File: src/design/llr_pkg.sv
package llr_pkg;

    // Soft value and message format
    localparam int MSG_W    = 6;
    localparam int MSG_MAX  = 31;
    localparam int MAG_W    = MSG_W - 1;

    // Column indexing, up to 32 columns per row
    localparam int IDX_W    = 5;
    localparam int MAX_COLS = 32;

    typedef logic signed [MSG_W-1:0] msg_t;
    typedef logic [MAG_W-1:0]        mag_t;

    // Compressed check message, one memory word of 47 bits
    typedef struct packed {
        mag_t                min1;
        mag_t                min2;
        logic [IDX_W-1:0]    min1_idx;
        logic [MAX_COLS-1:0] signs;
    } ecomp_t;

    // Clamp a one-bit-wider sum to the symmetric message range
    function automatic msg_t sat_wide(input logic signed [MSG_W:0] v);
        if (v > MSG_MAX)
            return msg_t'(MSG_MAX);
        else if (v < -MSG_MAX)
            return msg_t'(-MSG_MAX);
        else
            return msg_t'(v);
    endfunction

endpackage

File: src/design/row_ctrl_pkg.sv
package row_ctrl_pkg;

    // Address fields of a block row
    localparam int LAYER_W = 2;
    localparam int ADDR_W  = 5;

    // Incoming request, valid is a one-cycle strobe
    typedef struct packed {
        logic               valid;
        logic [LAYER_W-1:0] layer;
        logic [ADDR_W-1:0]  addr;
    } row_req_t;

    // Outgoing result marker, same layout as the request
    typedef struct packed {
        logic               valid;
        logic [LAYER_W-1:0] layer;
        logic [ADDR_W-1:0]  addr;
    } row_rsp_t;

endpackage

File: src/design/check_msg_mem.sv
module check_msg_mem #(
    parameter int  DEPTH = 40,
    localparam int AW    = $clog2(DEPTH)
) (
    input  logic            clk,
    input  logic            rst,
    input  logic            rd_en,
    input  logic [AW-1:0]   rd_idx,
    output llr_pkg::ecomp_t rd_data,
    input  logic            wr_en,
    input  logic [AW-1:0]   wr_idx,
    input  llr_pkg::ecomp_t wr_data
);
    import llr_pkg::*;

    ecomp_t           mem [DEPTH];
    logic [DEPTH-1:0] written;

    // One flag per entry, set on the first write after reset
    always_ff @(posedge clk)
    begin
        if (!rst)
            written <= '0;
        else if (wr_en)
            written[wr_idx] <= 1'b1;
    end

    always_ff @(posedge clk)
    begin
        if (wr_en)
            mem[wr_idx] <= wr_data;
    end

    // Registered read, old contents on a same-cycle write
    // Fresh entries give a zero record, so all messages start at zero
    always_ff @(posedge clk)
    begin
        if (rd_en)
            rd_data <= written[rd_idx] ? mem[rd_idx] : '0;
    end

endmodule

File: src/design/check_msg_recover.sv
module check_msg_recover #(
    parameter int WC = 8
) (
    input  llr_pkg::ecomp_t        ecomp,
    output llr_pkg::msg_t [WC-1:0] msgs
);
    import llr_pkg::*;

    ////////////////////////////////////////////////////
    // Per-column message recovery
    ////////////////////////////////////////////////////

    for (genvar i = 0; i < WC; i++)
    begin : g_col
        mag_t mag;
        msg_t pos;

        // The min1 column sees the second minimum
        assign mag = (ecomp.min1_idx == IDX_W'(i)) ? ecomp.min2 : ecomp.min1;
        assign pos = $signed({1'b0, mag});

        // Sign bit already excludes the column itself
        assign msgs[i] = ecomp.signs[i] ? -pos : pos;
    end

endmodule

File: src/design/min_sum_kernel.sv
module min_sum_kernel #(
    parameter int WC = 8
) (
    input  logic                   clk,
    input  logic                   rst,
    input  llr_pkg::msg_t [WC-1:0] llr,
    input  llr_pkg::msg_t [WC-1:0] old_msgs,
    output llr_pkg::ecomp_t        ecomp,
    output llr_pkg::msg_t [WC-1:0] q_delayed
);
    import llr_pkg::*;

    localparam int HALF = WC / 2;

    // Two smallest magnitudes over a group of columns
    typedef struct packed {
        mag_t             min1;
        mag_t             min2;
        logic [IDX_W-1:0] idx;
    } part_t;

    msg_t [WC-1:0]       q_s1;
    msg_t [WC-1:0]       q_dly [3];
    mag_t [WC-1:0]       q_mag;
    logic [WC-1:0]       q_neg;
    logic [WC-1:0]       sign_s2;
    part_t               lo_part;
    part_t               hi_part;
    part_t               lo_s2;
    part_t               hi_s2;
    part_t               row_part;
    logic                parity;
    logic [MAX_COLS-1:0] signs_next;

    function automatic part_t leaf(input mag_t mag, input int col);
        part_t p;
        p.min1 = mag;
        p.min2 = '1;
        p.idx  = IDX_W'(col);
        return p;
    endfunction

    // a covers the lower columns and wins ties
    function automatic part_t merge(input part_t a, input part_t b);
        part_t m;
        if (b.min1 < a.min1)
        begin
            m.min1 = b.min1;
            m.idx  = b.idx;
            m.min2 = (a.min1 < b.min2) ? a.min1 : b.min2;
        end
        else
        begin
            m.min1 = a.min1;
            m.idx  = a.idx;
            m.min2 = (b.min1 < a.min2) ? b.min1 : a.min2;
        end
        return m;
    endfunction

    ////////////////////////////////////////////////////
    // Stage 1: Q = L - old, and the Q delay line
    ////////////////////////////////////////////////////

    always_ff @(posedge clk)
    begin
        for (int i = 0; i < WC; i++)
            q_s1[i] <= sat_wide({llr[i][MSG_W-1], llr[i]} - {old_msgs[i][MSG_W-1], old_msgs[i]});
        q_dly[0] <= q_s1;
        q_dly[1] <= q_dly[0];
        q_dly[2] <= q_dly[1];
    end

    assign q_delayed = q_dly[2];

    ////////////////////////////////////////////////////
    // Stage 2: sign, magnitude and minima per half
    ////////////////////////////////////////////////////

    // Zero counts as positive
    for (genvar i = 0; i < WC; i++)
    begin : g_mag
        assign q_neg[i] = q_s1[i][MSG_W-1];
        assign q_mag[i] = q_neg[i] ? mag_t'(-q_s1[i]) : mag_t'(q_s1[i]);
    end

    always_comb
    begin
        lo_part = leaf(q_mag[0], 0);
        for (int i = 1; i < HALF; i++)
            lo_part = merge(lo_part, leaf(q_mag[i], i));
        hi_part = leaf(q_mag[HALF], HALF);
        for (int i = HALF + 1; i < WC; i++)
            hi_part = merge(hi_part, leaf(q_mag[i], i));
    end

    always_ff @(posedge clk)
    begin
        if (!rst)
        begin
            sign_s2 <= '0;
            lo_s2   <= '0;
            hi_s2   <= '0;
        end
        else
        begin
            sign_s2 <= q_neg;
            lo_s2   <= lo_part;
            hi_s2   <= hi_part;
        end
    end

    ////////////////////////////////////////////////////
    // Stage 3: merge halves into the compressed word
    ////////////////////////////////////////////////////

    assign row_part = merge(lo_s2, hi_s2);
    assign parity   = ^sign_s2;

    // Each column gets the product of the other signs
    always_comb
    begin
        signs_next = '0;
        for (int i = 0; i < WC; i++)
            signs_next[i] = parity ^ sign_s2[i];
    end

    always_ff @(posedge clk)
    begin
        if (!rst)
            ecomp <= '0;
        else
        begin
            ecomp.min1     <= row_part.min1;
            ecomp.min2     <= row_part.min2;
            ecomp.min1_idx <= row_part.idx;
            ecomp.signs    <= signs_next;
        end
    end

endmodule

File: src/design/llr_update.sv
module llr_update #(
    parameter int WC = 8
) (
    input  logic                   clk,
    input  logic                   rst,
    input  logic                   valid,
    input  llr_pkg::msg_t [WC-1:0] q,
    input  llr_pkg::msg_t [WC-1:0] new_msgs,
    output llr_pkg::msg_t [WC-1:0] llr_out
);
    import llr_pkg::*;

    msg_t [WC-1:0] upd;

    // Updated LLR = extrinsic Q plus the new check message
    for (genvar i = 0; i < WC; i++)
    begin : g_col
        assign upd[i] = sat_wide({q[i][MSG_W-1], q[i]} + {new_msgs[i][MSG_W-1], new_msgs[i]});
    end

    // Output held at zero outside result cycles
    always_ff @(posedge clk)
    begin
        if (!rst)
            llr_out <= '0;
        else if (valid)
            llr_out <= upd;
        else
            llr_out <= '0;
    end

endmodule

File: src/design/siso_row_unit.sv
module siso_row_unit #(
    parameter int WC        = 8,
    parameter int ROW_DEPTH = 20,
    parameter int LAYERS    = 2
) (
    input  logic                     clk,
    input  logic                     rst,
    input  row_ctrl_pkg::row_req_t   req,
    input  llr_pkg::msg_t [WC-1:0]   llr_in,
    output row_ctrl_pkg::row_rsp_t   rsp,
    output llr_pkg::msg_t [WC-1:0]   llr_out
);
    import llr_pkg::*;
    import row_ctrl_pkg::*;

    localparam int DEPTH     = ROW_DEPTH * LAYERS;
    localparam int MEM_AW    = $clog2(DEPTH);
    localparam int STAGES    = 8;
    localparam int WR_STAGE  = 6;
    localparam int UPD_STAGE = 7;

    // addr_q[k] holds the request k cycles after its strobe
    row_req_t          addr_q [1:STAGES];

    msg_t [WC-1:0]     llr_s1;
    msg_t [WC-1:0]     llr_s2;
    msg_t [WC-1:0]     llr_s3;
    msg_t [WC-1:0]     old_msgs;
    msg_t [WC-1:0]     old_msgs_r;
    msg_t [WC-1:0]     new_msgs;
    msg_t [WC-1:0]     new_msgs_r;
    msg_t [WC-1:0]     q_delayed;

    ecomp_t            mem_rd_data;
    ecomp_t            ecomp_new;
    logic              mem_rd_en;
    logic              mem_wr_en;
    logic [MEM_AW-1:0] mem_rd_idx;
    logic [MEM_AW-1:0] mem_wr_idx;

    // Flat memory index, layers stacked one after the other
    function automatic logic [MEM_AW-1:0] mem_index(input row_req_t r);
        return MEM_AW'(r.layer) * MEM_AW'(ROW_DEPTH) + MEM_AW'(r.addr);
    endfunction

    ////////////////////////////////////////////////////
    // Address queue
    ////////////////////////////////////////////////////

    always_ff @(posedge clk)
    begin
        if (!rst)
        begin
            for (int k = 1; k <= STAGES; k++)
                addr_q[k] <= '0;
        end
        else
        begin
            addr_q[1] <= req;
            for (int k = 2; k <= STAGES; k++)
                addr_q[k] <= addr_q[k-1];
        end
    end

    ////////////////////////////////////////////////////
    // Data alignment registers
    ////////////////////////////////////////////////////

    // LLRs wait two cycles for the old messages
    always_ff @(posedge clk)
    begin
        if (req.valid)
            llr_s1 <= llr_in;
        llr_s2     <= llr_s1;
        llr_s3     <= llr_s2;
        old_msgs_r <= old_msgs;
        new_msgs_r <= new_msgs;
    end

    ////////////////////////////////////////////////////
    // Check-message memory
    ////////////////////////////////////////////////////

    assign mem_rd_en  = addr_q[1].valid;
    assign mem_rd_idx = mem_index(addr_q[1]);
    assign mem_wr_en  = addr_q[WR_STAGE].valid;
    assign mem_wr_idx = mem_index(addr_q[WR_STAGE]);

    check_msg_mem #(
        .DEPTH   (DEPTH)
    ) u_mem (
        .clk     (clk),
        .rst     (rst),
        .rd_en   (mem_rd_en),
        .rd_idx  (mem_rd_idx),
        .rd_data (mem_rd_data),
        .wr_en   (mem_wr_en),
        .wr_idx  (mem_wr_idx),
        .wr_data (ecomp_new)
    );

    ////////////////////////////////////////////////////
    // Recovery, kernel and update
    ////////////////////////////////////////////////////

    // Messages from the previous iteration
    check_msg_recover #(.WC(WC)) u_recover_old (
        .ecomp (mem_rd_data),
        .msgs  (old_msgs)
    );

    min_sum_kernel #(.WC(WC)) u_kernel (
        .clk       (clk),
        .rst       (rst),
        .llr       (llr_s3),
        .old_msgs  (old_msgs_r),
        .ecomp     (ecomp_new),
        .q_delayed (q_delayed)
    );

    // Messages just written back
    check_msg_recover #(.WC(WC)) u_recover_new (
        .ecomp (ecomp_new),
        .msgs  (new_msgs)
    );

    llr_update #(.WC(WC)) u_update (
        .clk      (clk),
        .rst      (rst),
        .valid    (addr_q[UPD_STAGE].valid),
        .q        (q_delayed),
        .new_msgs (new_msgs_r),
        .llr_out  (llr_out)
    );

    always_comb
    begin
        rsp.valid = addr_q[STAGES].valid;
        rsp.layer = addr_q[STAGES].layer;
        rsp.addr  = addr_q[STAGES].addr;
    end

endmodule

File: config.mk
export PLATFORM = sky130hd
export DESIGN_NAME = siso_row_unit
export DESIGN_NICKNAME = d
export VERILOG_FILES = /design/src/design/llr_pkg.sv /design/src/design/row_ctrl_pkg.sv /design/src/design/check_msg_mem.sv /design/src/design/check_msg_recover.sv /design/src/design/min_sum_kernel.sv /design/src/design/llr_update.sv /design/src/design/siso_row_unit.sv
export SDC_FILE = /design/constraint.sdc
export NUM_CORES = 2
export LEC_CHECK = 0
export ABC_CLOCK_PERIOD_IN_PS = 11660
export BUFFER_PORTS_ARGS = -buffer_cell sky130_fd_sc_hd__buf_4
export CAP_MARGIN = 5
export CORE_MARGIN = 5
export CORE_UTILIZATION = 67
export DETAILED_ROUTE_END_ITERATION = 7
export GPL_TIMING_DRIVEN = 0
export HOLD_SLACK_MARGIN = 0.12
export PLACE_DENSITY_LB_ADDON = 0.15
export SYNTH_ARGS = -nofsm -noshare
export SYNTH_HDL_FRONTEND = slang
export SYNTH_SLANG_ARGS = --single-unit
File: constraint.sdc
create_clock -name clk -period 11.66 [get_ports clk]
set_input_delay 0.583 -clock clk [delete_from_list [all_inputs] [get_ports clk]]
set_output_delay 0.583 -clock clk [all_outputs]
set_load 0.01 [all_outputs]
# After elaboration in Yosys (flattened, before gate mapping)
# Memories as Yosys holds them, arrays and structs flattened. A register that Yosys moved wholly into a read port is not among the register bits.
# Cells that the tools add are included.
[op_classes] eq_ne=14 n_addsub=42 bitwise_logic=19 n_lt_le_gt_ge=56 n_mux=101 reduce_logical=24 multipliers=2
[ops] cell="5-bit 2-to-1 mux" n=62
[ops] cell="7-bit by 6-bit greater-than comparator with 1-bit output (second input constant)" n=16
[ops] cell="7-bit by 6-bit less-than comparator with 1-bit output (second input constant)" n=16
[ops] cell="15-bit 2-to-1 mux" n=7
[ops] cell="6-bit 2-to-1 mux" n=16
[ops] cell="5-bit negation with 6-bit output" n=16
[ops] cell="5-bit less-than comparator" n=13
[ops] cell="8-bit 2-to-1 mux" n=8
[ops] cell="6-bit by 6-bit adder with 7-bit output" n=8
[ops] cell="6-bit by 6-bit subtractor with 7-bit output" n=8
[ops] cell="5-bit by 3-bit equality test with 1-bit output (second input constant)" n=8
[ops] cell="5-bit less-than comparator (second input constant)" n=8
[ops] cell="5-bit negation" n=8
[ops] cell="40-bit bitwise OR" n=1
[ops] cell="3-bit OR reduction" n=10
[ops] cell="5-bit by 2-bit equality test with 1-bit output (second input constant)" n=4
[ops] cell="2-bit OR reduction" n=8
[ops] cell="6-bit by 7-bit less-than comparator with 1-bit output (second input constant)" n=2
[ops] cell="6-bit by 5-bit adder with 6-bit output" n=2
[ops] cell="5-bit by 1-bit equality test with 1-bit output (second input constant)" n=2
[ops] cell="5-bit logical NOT" n=2
[ops] cell="2-bit by 3-bit multiplier with 4-bit output (second input constant)" n=2
[ops] cell="1-bit bitwise OR" n=8
[ops] cell="8-bit parity" n=1
[ops] cell="other kinds (9)" n=22
[word_totals] mem_count=3 ff_bits=461 output_inout_bits=56 ram_bits=2088 inputBits=58
[mem_list] memory="u_mem.mem" depth=40 width=47 rd=1 rd_ports_with_merged_regs=1 write_ports=1 line_no="check_msg_mem.sv:16" source="ecomp_t mem [DEPTH];"
[mem_list] memory="u_kernel.q_dly" depth=3 width=48 rd=3 rd_ports_with_merged_regs=0 write_ports=3 line_no="min_sum_kernel.sv:23" source="msg_t [WC-1:0] q_dly [3];"
[mem_list] memory="addr_q" depth=8 width=8 rd=8 rd_ports_with_merged_regs=0 write_ports=8 line_no="siso_row_unit.sv:23" source="row_req_t addr_q [1:STAGES];"

# Depth between registers and ports, before layout
[depth] word_depth=11 mapped_depth=32 depth_no_buf=30

# Cells and area by module
# Synthesis repeated with hierarchy kept, for this count alone.
[hier_totals] cells_unflattened=6073 area_unflattened_um2=100582.7
[modules_own_cells] mod="check_msg_mem" instances=1 area_each_um2=75010.7 cells_each=3614 seq_area_each_um2=58666.3
[modules_own_cells] mod="min_sum_kernel" instances=1 area_each_um2=11403.4 cells_each=1171 seq_area_each_um2=4924.7
[modules_own_cells] mod="siso_row_unit" instances=1 area_each_um2=7274.5 cells_each=398 seq_area_each_um2=6566.3
[modules_own_cells] mod="llr_update" instances=1 area_each_um2=3771.1 cells_each=444 seq_area_each_um2=960.9
[modules_own_cells] mod="check_msg_recover" instances=2 area_each_um2=1561.5 cells_each=223 seq_area_each_um2=0.0

# Worst setup path after synthesis
# Ideal clock, no wire load.
[synth_path] path_type="register -> register" from="reg u_kernel.q_s1[30] (netlist bit)" to="reg u_kernel.hi_s2[6] (netlist bit)" slack_ns=5.583 arrival_time_ns=6.003 stages_incl_launch_ff=32 path_buffers=2 required_time_ns=11.586 period_less_slack_ns=6.077 setup_ns=0.074 cell_sequence="dfxtp_1 > inv_1 > ha_1 > nand2_1 > o21ai_0 > ha_1 > a21oi_1 > a211oi_1 > o41ai_4 > clkbuf_1 > nand2_1 > o21ai_0 > ha_1 > a21o_1 > a21o_1 > a21o_1 > nor3_1 > mux2i_1 > and2_1 > clkbuf_1 > o21ai_1 > o21ai_1 > a211o_1 > ha_1 > a21o_1 > a21o_1 > a21o_1 > nor2_1 > inv_1 > a2111oi_4 > o21ai_0 > a31oi_1"
[synth_between] elab_chain_len=11 elab_cells_between_ends=18 cone_classes="add/sub: 1; order compare: 8; mux: 9"
[synth_lines] item="start: declaration" line_no="min_sum_kernel.sv:22" source="msg_t [WC-1:0] q_s1;"
[synth_lines] item="start signal: indexed assignment" line_no="min_sum_kernel.sv:68" source="q_s1[i] <= sat_wide({llr[i][MSG_W-1], llr[i]} - {old_msgs[i][MSG_W-1], old_msgs[i]});"
[synth_lines] item="5-bit negation" line_no="min_sum_kernel.sv:84" source="assign q_mag[i] = q_neg[i] ? mag_t'(-q_s1[i]) : mag_t'(q_s1[i]);"
[synth_lines] item="5-bit 2-to-1 mux (*)" line_no="min_sum_kernel.sv:84"
[synth_lines] item="5-bit less-than comparator" line_no="min_sum_kernel.sv:56" source="m.min2 = (b.min1 < a.min2) ? b.min1 : a.min2;"
[synth_lines] item="5-bit 2-to-1 mux" line_no="min_sum_kernel.sv:56"
[synth_lines] item="15-bit 2-to-1 mux (*)" line_no="min_sum_kernel.sv:46" source="if (b.min1 < a.min1)"
[synth_lines] item="5-bit less-than comparator" line_no="min_sum_kernel.sv:56"
[synth_lines] item="5-bit 2-to-1 mux" line_no="min_sum_kernel.sv:56"
[synth_lines] item="15-bit 2-to-1 mux (*)" line_no="min_sum_kernel.sv:46"
[synth_lines] item="5-bit less-than comparator" line_no="min_sum_kernel.sv:56"
[synth_lines] item="5-bit 2-to-1 mux" line_no="min_sum_kernel.sv:56"
[synth_lines] item="15-bit 2-to-1 mux (*)" line_no="min_sum_kernel.sv:46"
[synth_lines] item="end signal: assignment" line_no="min_sum_kernel.sv:109" source="hi_s2 <= hi_part;"
[synth_lines] item="end: declaration" line_no="min_sum_kernel.sv:30" source="part_t hi_s2;"
# Every way passes the cells marked *; elsewhere a longest branch is shown, timed or not.
# A chain may end at the register's enable or synchronous reset.

# Worst setup path after layout
[layout_path] from="reg u_kernel.q_s1[30] (netlist bit)" to="reg u_kernel.hi_s2[10] (netlist bit)"
[layout_between] elab_chain_len=8
[layout_lines] item="5-bit negation" line_no="min_sum_kernel.sv:84"
[layout_lines] item="5-bit 2-to-1 mux (*)" line_no="min_sum_kernel.sv:84"
[layout_lines] item="5-bit less-than comparator" line_no="min_sum_kernel.sv:46"
[layout_lines] item="15-bit 2-to-1 mux (*)" line_no="min_sum_kernel.sv:46"
[layout_lines] item="5-bit less-than comparator" line_no="min_sum_kernel.sv:46"
[layout_lines] item="15-bit 2-to-1 mux (*)" line_no="min_sum_kernel.sv:46"
[layout_lines] item="5-bit less-than comparator" line_no="min_sum_kernel.sv:46"
[layout_lines] item="15-bit 2-to-1 mux (*)" line_no="min_sum_kernel.sv:46"
# Marked as above.

==> out/metrics.cfg <==
[run_status]
status = completed

[yosys]
synth_seq_cells = 1499
synth-seq-area-share_pct = 67.9
synth_cell_types = 70
synthArstFlopShare_pct = 0
syn_inst = 3644
syn_nets = 3890
syn_area_um2 = 57600
syn_avg_cell_area_um2 = 15.8
synth_ff_type = edfxtp_1
ys_warn_count = 0
synth-edff-count = 909

[grt]
gr-usage-all-layers_pct = 33.9
antenna_found_initial = 9
grt_pass1_vias = 35000
grt_remaining_overflow = 0
grt_pass1_wl_um = 224000
grt_max_degree = 50

[floorplanning]
io_pins = 114
dieArea_um2 = 92000
rows = 107
fp.dieW_um = 303
die_h_um = 303
core_um2 = 85300
start_util_pct = 67.6

[clocking]
numCtsBuffers = 144
clk_pin_slew_ns = 0.07
tritoncts = built
postCtsResizedCells = 0
hold_buffers = 56
h-tree-depth = 4
cts_setup_buffers = 0
cts_buffer_depth = 3
clkSinkCount = 1499
cts-root-buf = clkbuf_16
clk_latency_ns = 0.78

[pwr]
power_leakage_uw = 0.0243
combPwrFrac_pct = 26.3
switching_share_pct = 32.9
p_clk_share_pct = 29.2
power_switching_uw = 5300
ir_worst_vdd_mv = 0.210
powerDensity_nw_per_um2 = 244
pwr-share-seq_pct = 44.5
intPower_uw = 10800

[setup_path]
worst-path-max-fanout = 10
arrival_ns = 8.30
ff2ff_path_depth = 29
rrSetupSlack_ns = 4.05
crit-reg2reg-capture = u_kernel.hi_s2[10]
path_delay_family = compound AO/OA/AOI/OAI gates
critPathLaunchType = flop
cp-end-kind = flop
critPathBufInv = 6
slowest_stage = o41ai_4
reg2reg_from = u_kernel.q_s1[30]
crit_end = u_kernel.hi_s2[10]
required_ns = 12.35
crit_start = u_kernel.q_s1[30]
critical_path_class = reg -> reg
cpPeakStageDelay_ns = 0.70
path_depth = 29

[sta]
fin_crit_ns = 7.61
rsz0062_at_grt = false
period_share_pct = 65.3
tns_ns = 0
finalHoldViolations = 0
max-slew-margin-rel_pct = 4.69
setup_viol = 0
drv_slew = 0
tightest_slew_ns = 1.42
fmax_ghz = 0.131
skew_ns = 0.0436

[finish]
final_nets = 4228
layout-drive-gt1-share_pct = 17.4
syn2layout_area_growth_pct = 14.5
fin_cells = 5245

[worst_hold_path]
min_path_type = reg -> reg

[placed_design]
io_buffers = 113
gp_congestion = 0.928
place_inst = 4923
hpwl_um = 94300

[routing]
drt_iter0_drc = 3992
first_pass_iters = 5
vias_per_cell = 6.42
drcViolationCount = 0
wl_per_cell_um = 29.5
vias = 33600
wirelength_um = 155000
detail-route-antenna-nets = 0

[flow_run]
maxCapViolCount = 0

==> flip-flops by register name (all words and copies together), names as in the netlist, 12 cells and up <==
signal            cells
llr_s2               48
u_mem.rd_data        21
new_msgs_r           48
u_kernel.q_dly      144
u_kernel.hi_s2       13
u_mem.mem           840
addr_q               64
llr_s3               48
u_mem.written        40
u_kernel.q_s1        40
u_update.llr_out     48
old_msgs_r           48
llr_s1               48
u_kernel.lo_s2       12
u_kernel.ecomp       21
==> per-layer routing <==
| layer | global-route usage [%] | part of all wire, % |
|---|---|---|
| met5 | 0 | 0.017 |
| met2 | 56.8 | 49 |
| met4 | 19.1 | 6.4 |
| met1 | 41.6 | 35 |
| met3 | 7.24 | 8.9 |
==> per-stage QoR <==
step	area (um^2)	utilization [%]	hold WS (ns)	power, uW	setup WS [ns]
global placement	59900	70.2	0.311	11100	4.11
CTS	65900	77.3	0.306	16000	4.12
global route	66000	77.3	0.304	16900	3.47
finish	66000	77.4	0.305	16100	4.05
floorplan	57600	-	0.310	9940	5.58
detailed placement	60700	71.1	0.312	11300	4.16
==> worst min path at each step <==
stage / startpoint / end / slack [ns] / cells past startpoint
after floorplan: llr_s2[0] / llr_s3[0] / 0.31 / 0
after global placement: u_kernel.q_dly[0][67] / u_kernel.q_dly[0][115] / 0.31 / 0
after detailed placement: u_kernel.q_dly[0][95] / u_kernel.q_dly[0][143] / 0.31 / 0
after CTS: u_kernel.q_dly[0][29] / u_kernel.q_dly[0][77] / 0.31 / 0
after global routing: u_kernel.q_dly[0][29] / u_kernel.q_dly[0][77] / 0.30 / 0
final: u_kernel.q_dly[0][29] / u_kernel.q_dly[0][77] / 0.31 / 0
==> Yosys cell counts (8+ instances only) <==
cell	number	area (um^2)
a211oi_1	59	443
a21o_1	55	413
a21oi_1	132	661
a31oi_1	44	275
and2_1	80	500
buf_1	35	131
clkbuf_1	97	364
dfxtp_1	590	11800
edfxtp_1	909	27300
fa_1	18	360
ha_1	170	2130
inv_1	167	627
maj3_1	11	110
mux2_2	14	158
mux2i_1	136	1360
mux4_2	264	5950
nand2_1	104	390
nand2b_1	39	244
nand3_1	16	80.1
nand3b_1	13	97.6
nor2_1	259	972
nor2b_1	50	313
nor3_1	20	100
nor3b_1	10	75.1
o211ai_1	14	105
o21ai_0	68	340
o21bai_1	8	60.1
o31a_1	9	78.8
o31ai_1	10	75.1
or2_2	21	131
or3_1	12	75.1
xnor2_1	115	1010
xor2_1	40	350
==> kinds of logic after synthesis <==
kind of cell / count (synthesis) / synth area share, %
xor gates and xnor gates: 156 / 2.38
and+or+nand+nor: 638 / 5.38
AOI/OAI and AO/OA: 436 / 4.93
DFF: 1499 / 67.9
muxes: 415 / 13.0
adders and majority gates: 199 / 4.51
buffers and inverters: 301 / 1.96
==> cell usage in the layout (no fill, tap or decap), types with 55 or more instances in the layout <==
master	netlist	routed
edfxtp_1	909	909
dfxtp_1	590	571
mux4_2	264	264
nor2_1	259	219
ha_1	170	170
inv_1	167	167
clkbuf_16	0	153
mux2i_1	136	136
a21oi_1	132	132
clkbuf_1	97	132
xnor2_1	115	115
buf_4	0	113
nand2_1	104	104
and2_1	80	80
o21ai_0	68	68
a211oi_1	59	59
dlygate4sd3_1	0	56
a21o_1	55	55
==> area by class of cell <==
class                      count  area (um^2)
timing repair buffer         192         1950
clock buffer                 203         4170
sequential                  1499        39100
multi-input combinational   1844        17600
tap                         1144         1430
fill                        4614        19300
buffer                       132          495
inverter                     169          634
clock inverter                60          558
antenna                        2         5.00
==> power by group through the flow <==
stage | Combinational (uW) | Sequential (uW) | Clock (uW)
after floorplan | 3080 | 6860 | 0
after global placement | 3900 | 7230 | 0
after detailed placement | 4090 | 7250 | 0
after CTS | 4160 | 7150 | 4700
after global routing | 4690 | 7200 | 4970
final | 4230 | 7160 | 4690
(Power assumes the default switching activity.)
